[config.mk]
export PLATFORM = sky130hd
export DESIGN_NAME = busBridgeTop
export DESIGN_NICKNAME = d
export VERILOG_FILES = /design/src/busBridgePkg.sv /design/src/regCycleSm.sv /design/src/eClockCycleSm.sv /design/src/busMerge.sv /design/src/busBridgeTop.sv
export VERILOG_INCLUDE_DIRS = /design/src /design/src/src
export SDC_FILE = /design/constraint.sdc
export NUM_CORES = 1
export LEC_CHECK = 0
export ABC_AREA = 1
export ABC_CLOCK_PERIOD_IN_PS = 2700
export BUFFER_PORTS_ARGS = -buffer_cell sky130_fd_sc_hd__buf_2
export CAP_MARGIN = 20
export CORE_ASPECT_RATIO = 1.25
export CORE_MARGIN = 1
export CORE_UTILIZATION = 25
export CTS_BUF_LIST = sky130_fd_sc_hd__clkbuf_8
export CTS_CLUSTER_SIZE = 14
export DETAILED_ROUTE_END_ITERATION = 8
export GPL_TIMING_DRIVEN = 0
export REMOVE_ABC_BUFFERS = 1
export SLEW_MARGIN = 20
export SYNTH_ARGS = -nofsm -noshare
export SYNTH_HDL_FRONTEND = slang
export SYNTH_SLANG_ARGS = --single-unit
[constraint.sdc]
create_clock -name CLK80 -period 2.7 [get_ports CLK80]
set_input_delay 0.54 -clock CLK80 [delete_from_list [all_inputs] [get_ports CLK80]]
set_output_delay 0.54 -clock CLK80 [all_outputs]
set_load 0.01 [all_outputs]
[src/busBridge_defines.svh]
`ifndef BUSBRIDGE_DEFINES_SVH
`define BUSBRIDGE_DEFINES_SVH

////////////////////////////////////////
// Synchronizer depths
////////////////////////////////////////

`define C_SYNC_DEPTH    3   // C1/C3 sample history
`define DBR_SYNC_DEPTH  2   // DBRn double flop

////////////////////////////////////////
// E clock shape, counted in C1 periods
////////////////////////////////////////

`define E_DIV   5   // One E period
`define E_HIGH  2   // E high time at the end of the period

`endif

[src/busBridgePkg.sv]
`include "busBridge_defines.svh"

package busBridgePkg;

    typedef logic [`C_SYNC_DEPTH-1:0]   phaseSync_t; // Newest sample in bit 0
    typedef logic [`DBR_SYNC_DEPTH-1:0] dbrSync_t;
    typedef logic [2:0]                 eDiv_t;

    // One engine's view of the motherboard bus
    typedef struct packed {
        logic asn;
        logic udsn;
        logic ldsn;
        logic tack;  // Active high, one CLK80 wide
    } busStrobes_t;

    typedef enum logic [2:0] {
        regIdle, regS2, regS4, regWait, regS5, regS6, regS7
    } regState_t;

    typedef enum logic [2:0] {
        cIdle, cAssert, cWaitRise, cWaitFall, cEnd
    } cState_t;

    // Returns {uds, lds}; byte writes pick one half, everything else both
    function automatic logic [1:0] strobeSel(input logic rnw, input logic siz0, input logic a0);
        return {rnw || !siz0 || !a0, rnw || !siz0 || a0};
    endfunction

endpackage

[src/regCycleSm.sv]
`timescale 1ns/1ns

module regCycleSm
    import busBridgePkg::*;
(
    input  logic        CLK80,
    input  logic        RESETn,
    input  logic        TSn,
    input  logic        REGSPACEn,
    input  logic        RnW,
    input  logic        DBRn,
    input  logic        A0,
    input  logic        SIZ0,
    input  logic        C1,
    input  logic        C3,
    output busStrobes_t regBus,
    output logic        REGENn,
    output logic        REG_CYCLE
);

    phaseSync_t c1Sync;
    phaseSync_t c3Sync;
    dbrSync_t   dbrSync;
    regState_t  state;

    logic pending;   // Register start waiting for the FSM
    logic accept;
    logic dsEn;
    logic regTack;
    logic udsOut;
    logic ldsOut;

    logic c1LowC3Fall;
    logic c1HighC3Rise;
    logic bothHigh;
    logic bothLow;
    logic c1Rise;

    ////////////////////////////////////////
    // Quadrature phase points
    ////////////////////////////////////////

    assign c1LowC3Fall  = (c1Sync == 3'b000) && (c3Sync == 3'b110);
    assign c1HighC3Rise = (c1Sync == 3'b111) && (c3Sync == 3'b001);
    assign bothHigh     = (c1Sync == 3'b111) && (c3Sync == 3'b111);
    assign bothLow      = (c1Sync == 3'b000) && (c3Sync == 3'b000);
    assign c1Rise       = (c1Sync == 3'b011) && (c3Sync == 3'b000);

    assign accept = (state == regIdle) && pending;

    assign regBus.asn  = REGENn;               // AS tracks the Agnus enable
    assign regBus.udsn = ~(udsOut && dsEn);
    assign regBus.ldsn = ~(ldsOut && dsEn);
    assign regBus.tack = regTack;

    ////////////////////////////////////////
    // MC68000 style register cycle
    ////////////////////////////////////////

    always_ff @(negedge CLK80) begin
        if (!RESETn) begin
            c1Sync    <= '1;
            c3Sync    <= '1;
            dbrSync   <= '1;
            pending   <= 1'b0;
            state     <= regIdle;
            dsEn      <= 1'b0;
            regTack   <= 1'b0;
            REGENn    <= 1'b1;
            REG_CYCLE <= 1'b0;
        end else begin
            c1Sync  <= {c1Sync[$bits(phaseSync_t)-2:0], C1};
            c3Sync  <= {c3Sync[$bits(phaseSync_t)-2:0], C3};
            dbrSync <= {dbrSync[$bits(dbrSync_t)-2:0], DBRn};

            // A start during a running cycle is kept until idle
            pending <= (!TSn && !REGSPACEn) || (pending && !accept);

            case (state)
                regIdle: if (pending) state <= regS2;
                regS2: begin
                    if (c1LowC3Fall) begin
                        REGENn <= 1'b0;
                        dsEn   <= RnW;            // Reads strobe early
                        state  <= regS4;
                    end
                end
                regS4: begin
                    if (c1HighC3Rise) begin
                        dsEn  <= 1'b1;            // Writes strobe here
                        state <= regWait;
                    end
                end
                regWait: begin
                    // Wait states while Agnus holds DBRn
                    if (bothHigh && dbrSync == '1) begin
                        REG_CYCLE <= 1'b1;
                        state     <= regS5;
                    end
                end
                regS5: begin
                    if (bothHigh) begin
                        regTack <= 1'b1;          // Read data is latched early
                        state   <= regS6;
                    end
                end
                regS6: begin
                    regTack   <= 1'b0;
                    REG_CYCLE <= 1'b0;
                    if (bothLow) state <= regS7;
                end
                regS7: begin
                    if (c1Rise) begin
                        dsEn   <= 1'b0;
                        REGENn <= 1'b1;
                        state  <= regIdle;
                    end
                end
                default: state <= regIdle;
            endcase
        end
    end

    // Strobe halves picked when REGENn falls
    always_ff @(negedge CLK80) begin
        if (state == regS2 && c1LowC3Fall) begin
            {udsOut, ldsOut} <= strobeSel(RnW, SIZ0, A0);
        end
    end

endmodule

[src/eClockCycleSm.sv]
`timescale 1ns/1ns
`include "busBridge_defines.svh"

module eClockCycleSm
    import busBridgePkg::*;
(
    input  logic        CLK80,
    input  logic        RESETn,
    input  logic        TSn,
    input  logic        CIASPACEn,
    input  logic        RnW,
    input  logic        A0,
    input  logic        SIZ0,
    input  logic        C1,
    output busStrobes_t ciaBus,
    output logic        VMAn,
    output logic        ECLK
);

    phaseSync_t c1Sync;
    eDiv_t      eCount;
    eDiv_t      eNext;
    cState_t    state;

    logic c1Rise;
    logic eFall;     // ECLK drops on this same edge
    logic pending;
    logic accept;
    logic ciaTack;
    logic udsOut;
    logic ldsOut;

    assign c1Rise = (c1Sync == 3'b011);
    assign eNext  = (eCount == `E_DIV - 1) ? '0 : eCount + 1'b1;
    assign eFall  = c1Rise && (eCount == `E_DIV - 1);
    assign accept = (state == cIdle) && pending;

    assign ciaBus.asn  = VMAn;
    assign ciaBus.udsn = VMAn || !udsOut;
    assign ciaBus.ldsn = VMAn || !ldsOut;
    assign ciaBus.tack = ciaTack;

    ////////////////////////////////////////
    // E clock, high for the last E_HIGH C1 periods
    ////////////////////////////////////////

    always_ff @(negedge CLK80) begin
        if (!RESETn) begin
            c1Sync <= '1;
            eCount <= '0;
            ECLK   <= 1'b0;
        end else begin
            c1Sync <= {c1Sync[$bits(phaseSync_t)-2:0], C1};
            if (c1Rise) begin
                eCount <= eNext;
                ECLK   <= (eNext >= `E_DIV - `E_HIGH);
            end
        end
    end

    ////////////////////////////////////////
    // CIA cycle framed on E
    ////////////////////////////////////////

    always_ff @(negedge CLK80) begin
        if (!RESETn) begin
            pending <= 1'b0;
            state   <= cIdle;
            VMAn    <= 1'b1;
            ciaTack <= 1'b0;
        end else begin
            pending <= (!TSn && !CIASPACEn) || (pending && !accept);
            case (state)
                cIdle:     if (pending) state <= cAssert;
                cAssert: begin
                    if (!ECLK) begin
                        VMAn  <= 1'b0;            // AS and strobes go with VMA
                        state <= cWaitRise;
                    end
                end
                cWaitRise: if (ECLK) state <= cWaitFall;
                cWaitFall: begin
                    if (eFall) begin
                        ciaTack <= 1'b1;
                        state   <= cEnd;
                    end
                end
                cEnd: begin
                    ciaTack <= 1'b0;
                    VMAn    <= 1'b1;
                    state   <= cIdle;
                end
                default: state <= cIdle;
            endcase
        end
    end

    always_ff @(negedge CLK80) begin
        if (state == cAssert && !ECLK) {udsOut, ldsOut} <= strobeSel(RnW, SIZ0, A0);
    end

endmodule

[src/busMerge.sv]
`timescale 1ns/1ns

module busMerge
    import busBridgePkg::*;
(
    input  logic        CLK80,
    input  logic        RESETn,
    input  busStrobes_t regBus,
    input  busStrobes_t ciaBus,
    output logic        ASn,
    output logic        UDSn,
    output logic        LDSn,
    output logic        TACK
);

    busStrobes_t merged;

    // Only one engine owns the bus, so a plain AND of the lows is enough
    assign merged.asn  = regBus.asn  && ciaBus.asn;
    assign merged.udsn = regBus.udsn && ciaBus.udsn;
    assign merged.ldsn = regBus.ldsn && ciaBus.ldsn;
    assign merged.tack = regBus.tack || ciaBus.tack;

    ////////////////////////////////////////
    // Pin register, one CLK80 behind the engines
    ////////////////////////////////////////

    always_ff @(negedge CLK80) begin
        if (!RESETn) begin
            ASn  <= 1'b1;
            UDSn <= 1'b1;
            LDSn <= 1'b1;
            TACK <= 1'b0;
        end else begin
            ASn  <= merged.asn;
            UDSn <= merged.udsn;
            LDSn <= merged.ldsn;
            TACK <= merged.tack;    // Pulse of whichever engine finished
        end
    end

endmodule

[src/busBridgeTop.sv]
`timescale 1ns/1ns

module busBridgeTop
    import busBridgePkg::*;
(
    input  logic CLK80,
    input  logic RESETn,
    input  logic TSn,
    input  logic REGSPACEn,
    input  logic CIASPACEn,
    input  logic RnW,
    input  logic DBRn,
    input  logic A0,
    input  logic SIZ0,
    input  logic C1,
    input  logic C3,
    output logic ASn,
    output logic UDSn,
    output logic LDSn,
    output logic REGENn,
    output logic VMAn,
    output logic ECLK,
    output logic TACK,
    output logic REG_CYCLE
);

    busStrobes_t regBus;  // Agnus register engine
    busStrobes_t ciaBus;  // E clock engine

    regCycleSm uRegSm (
        .CLK80, .RESETn, .TSn, .REGSPACEn, .RnW, .DBRn, .A0, .SIZ0, .C1, .C3,
        .regBus, .REGENn, .REG_CYCLE
    );

    eClockCycleSm uCiaSm (
        .CLK80, .RESETn, .TSn, .CIASPACEn, .RnW, .A0, .SIZ0, .C1,
        .ciaBus, .VMAn, .ECLK
    );

    busMerge uMerge (
        .CLK80,
        .RESETn,
        .regBus,
        .ciaBus,
        .ASn,
        .UDSn,
        .LDSn,
        .TACK
    );

endmodule

After elaboration in Yosys (flattened, before gate mapping)
Index checks and enable logic that the tools add are counted.

word-level totals
  word-level logic and storage cells = 142
  output and inout port bits = 8
  register bits after elaboration = 37
  input port bits = 11

operators by class
  add/sub/neg operators = 1
  multiplexer cells = 29
  reduce and logical (&&, ||, !) cells = 56
  bitwise operators = 2
  equality and inequality tests = 29
  $lt $le $gt $ge = 1

operators with widths
  operator                                                                             count
  3-bit 2-to-1 mux                                                                     12
  3-bit equality test, second input constant                                           8
  3-bit one-hot mux with 7 select lines                                                1
  1-bit logical AND                                                                    20
  2-bit by 1-bit != test with 1-bit output, second input constant                      10
  3-bit by 2-bit equality test with 1-bit output, second input constant                6
  3-bit logical NOT                                                                    4
  3-bit one-hot mux with 4 select lines                                                1
  1-bit logical NOT                                                                    10
  1-bit one-hot mux with 2 select lines                                                5
  2-bit nonzero test                                                                   5
  3-bit by 1-bit equality test with 1-bit output, second input constant                3
  1-bit 2-to-1 mux                                                                     9
  1-bit logical OR                                                                     8
  2-bit AND reduction                                                                  4
  4-bit AND reduction                                                                  2
  7-bit AND reduction                                                                  1
  3-bit by 1-bit adder with 3-bit output, second input constant                        1
  3-bit by 2-bit greater-or-equal comparator with 1-bit output, second input constant  1
  1-bit one-hot mux with 3 select lines                                                1
  3-bit AND reduction                                                                  1
  3-bit nonzero test                                                                   1
  2-bit equality test, second input constant                                           1
  2-bit != test, second input constant                                                 1
  1-bit inverter                                                                       2

Longest topological paths before layout
  depth after elaboration = 5
  gate-level depth with buffers = 11
  depth with buffers taken out = 11

Cells and area by module
From an unflattened synthesis, not the netlist that was laid out.

unflattened totals
  cell total of the unflattened synthesis = 224
  area, all modules = 1696.6 um^2

by module, submodules not included
  module         cells an instance  area an instance (um^2)  seq. area each (um^2)  times used
  regCycleSm     119                860.8                    380.4                  1
  eClockCycleSm  91                 718.2                    320.3                  1
  busMerge       14                 117.6                    80.1                   1

==> results.tsv <==
metric	value	unit
run_status	finished, violations left	
failed_checks	DRC	
cp.required	2160	ps
synth_top_area_share	39.9	%
number_of_antenna_violations_at_the_first_check_in_global_routing	0	
place_hpwl	2130	um
nFillCells	627	
slew_viol_final	0	
route.detailed.vias_per_inst	4.33	
crit_slowest_cell	sky130_fd_sc_hd__dfxtp_4	
routedWlPerCell	9.50	um
cts_inserted_buffers	5	
timing.max_slew.rel_slack	77.6	%
path_cells	buf_6	
syn-cell-area	0.00150	sq mm
die-height	88.7	um
timing.final.hold_violations	0	
vias_in_the_first_global_route	1396	
grt_pass1_wl	5340	um
core_area	0.00578	sq mm
detailedRoute.firstIterationViolations	44	
worst-path-buf-inv	1	
globalRouteOverflowTotal	0	
cap_violations	0	
gp_congestion	0.811	
die_area	0.00633	sq mm
endpoint_kind	primary output	
pwr_density_cell	748	mW/mm^2
critPathLaunch	uCiaSm.ECLK	
pin_count	19	
cts_tree	built	
ys_warn_count	0	
seq_area_frac_synth	47.9	%
clk_transition_reported_paths	30	ps
n_antenna_cell	0	
cts_root_buffer	sky130_fd_sc_hd__clkbuf_8	
clockBufferDepth	2	
maximum_number_of_pins_on_one_net_before_global_route_repair	19	
top_cell_family_by_delay_on_the_critical_path	flip-flops	
setup_violations	0	
netlist-cell-type-count	29	
drt_drc_violations_left	3	
cellLeakagePower	0.000955	uW
final_antenna_net_count	0	
h-tree-depth	2	
drt-total-wl	3070	um
area.growth.synth_to_final	28.1	%
core.rowCount	31	
yosysTopAreaCell	sky130_fd_sc_hd__dfxtp_1	
clkLatencyLatePin	350	ps
syn_area_per_cell	7.63	sq um
type_of_the_worst_setup_path	flop to primary output	
via_count	1400	
layout.cells.most_common	sky130_fd_sc_hd__inv_1	
layout.cells.most_common_list	sky130_fd_sc_hd__inv_1, sky130_fd_sc_hd__nand2_1, sky130_fd_sc_hd__dfxtp_1, sky130_fd_sc_hd__nor2_1, sky130_fd_sc_hd__buf_2	
synth_cells	197	
cts_hold_buffers	0	
floorplan.die.width	71.4	um
worst-slew-pin-transition	334	ps
layout.nets	270	
worst_r2r_startpoint	uRegSm.state[0]	
largest_clock_skew_in_the_final_design	12.5	ps
total_of_buffers_placed_on_input_and_output_ports	18	
ir_drop	205	uV
arr_time_crit_path	2150	ps
cts.sinks	34	
layout-drive-gt1-share	19.5	%
worst_setup_start_kind	flop	
start_util	26.0	%
cp_max_fo	3	
hold_class	flop to flop	
hp-start	uRegSm.dbrSync[0]	
synthTopCellsByArea	sky130_fd_sc_hd__dfxtp_1, sky130_fd_sc_hd__nand2_1, sky130_fd_sc_hd__edfxtp_1	
synth-seq-cells	34	
grt_setup_unrepaired	true	
tns	0	ps
overall_power_of_the_completed_layout	1440	uW
drt_pre_antenna_iters	6	
cp_slowest_stage_delay	340	ps
global_route.usage.total	11.1	%
## what timing repair did
action / CTS / global route
resized for setup: 5 / 3
pin swaps: 0 / 0
setup buffers: 0 / 5
endpoints found under the hold margin: 0 / 0
setup endpoints to repair: 3 / 9
## cell usage after synthesis
master,count
sky130_fd_sc_hd__nand2_1,43
sky130_fd_sc_hd__dfxtp_1,30
sky130_fd_sc_hd__inv_1,29
sky130_fd_sc_hd__nor2_1,18
sky130_fd_sc_hd__a21oi_1,14
sky130_fd_sc_hd__nand3_1,13
sky130_fd_sc_hd__o21ai_0,7
sky130_fd_sc_hd__or2_2,6
sky130_fd_sc_hd__nor3_1,5
sky130_fd_sc_hd__edfxtp_1,4
sky130_fd_sc_hd__nor2_4,3
sky130_fd_sc_hd__a22o_1,2
sky130_fd_sc_hd__clkbuf_1,2
sky130_fd_sc_hd__ha_1,2
sky130_fd_sc_hd__nand2_2,2
sky130_fd_sc_hd__nand3b_1,2
sky130_fd_sc_hd__nor2_2,2
sky130_fd_sc_hd__o22ai_1,2
sky130_fd_sc_hd__a211oi_1,1
sky130_fd_sc_hd__a31oi_1,1
sky130_fd_sc_hd__and2_1,1
sky130_fd_sc_hd__buf_4,1
sky130_fd_sc_hd__inv_2,1
sky130_fd_sc_hd__nand4_1,1
sky130_fd_sc_hd__o21ai_1,1
sky130_fd_sc_hd__o21ai_2,1
sky130_fd_sc_hd__o21bai_1,1
sky130_fd_sc_hd__o221ai_1,1
sky130_fd_sc_hd__o22a_1,1
## sequential cells by signal, summed over array words and instances, names as in the netlist, 2 cells and up
signal and flops:
uCiaSm.state 3, uRegSm.c3Sync 3, uRegSm.dbrSync 2, uRegSm.state 3, uCiaSm.c1Sync 2, uCiaSm.eCount 3
## routing by layer
layer  vias to the layer above  track usage, %  part of all wire [%]  routed length (um)
met5                         -               0                     0                   0
met1                       615            11.1                    48                1480
li1                        752               -                     -                   -
met3                         4            5.58                   4.7                 143
met4                         0            10.0                   1.1                  34
met2                        29            17.1                    46                1420
## kinds of logic after synthesis
kind of cell | Yosys count | share of synthesized area (%)
AO/OA/AOI/OAI | 32 | 12.5
flip-flops | 34 | 47.9
AND/OR/NAND/NOR | 96 | 29.4
adder cells (fa/ha/maj) | 2 | 1.66
buffers and inverters | 33 | 8.49
## layout make-up
cell class	count	area (sq um)	area share, %
clock buffer	5	68.8	3.57
clock inverter	36	139	7.21
inverter	29	113	5.84
timing repair buffer	23	140	7.27
sequential	34	728	37.8
multi-input combinational	130	656	34.0
tap	66	82.6	4.29
## per-stage QoR
step / cells / area (sq um) / util [%] / setup slack, ps / hold slack, ps
after floorplan: 194 / 1490 / - / 218 / 417
after global placement: 278 / 1660 / 28.8 / -314 / 426
after detailed placement: 278 / 1660 / 28.8 / -316 / 439
after CTS: 318 / 1880 / 32.5 / -23.8 / 458
after global routing: 323 / 1930 / 33.3 / -22.3 / 481
final: 323 / 1930 / 33.3 / 13.2 / 453
## path summary, 6_finish.rpt
path / endpoint / slack, ps / cells after the start
worst max-delay path: ECLK / 10 / 1
worst min-delay path: uRegSm.dbrSync[1] / 450 / 1
worst max register to register: uRegSm.state[2] / 1260 / 9
worst min register to register: uRegSm.dbrSync[1] / 450 / 1
## where the power goes
group / total [uW] / switching [uW] / internal, uW
logic: 309 / 195 / 114
clock network: 543 / 302 / 240
registers: 590 / 31.8 / 558
total: 1440 / 528 / 913
Power figures use the tool's default switching activity.
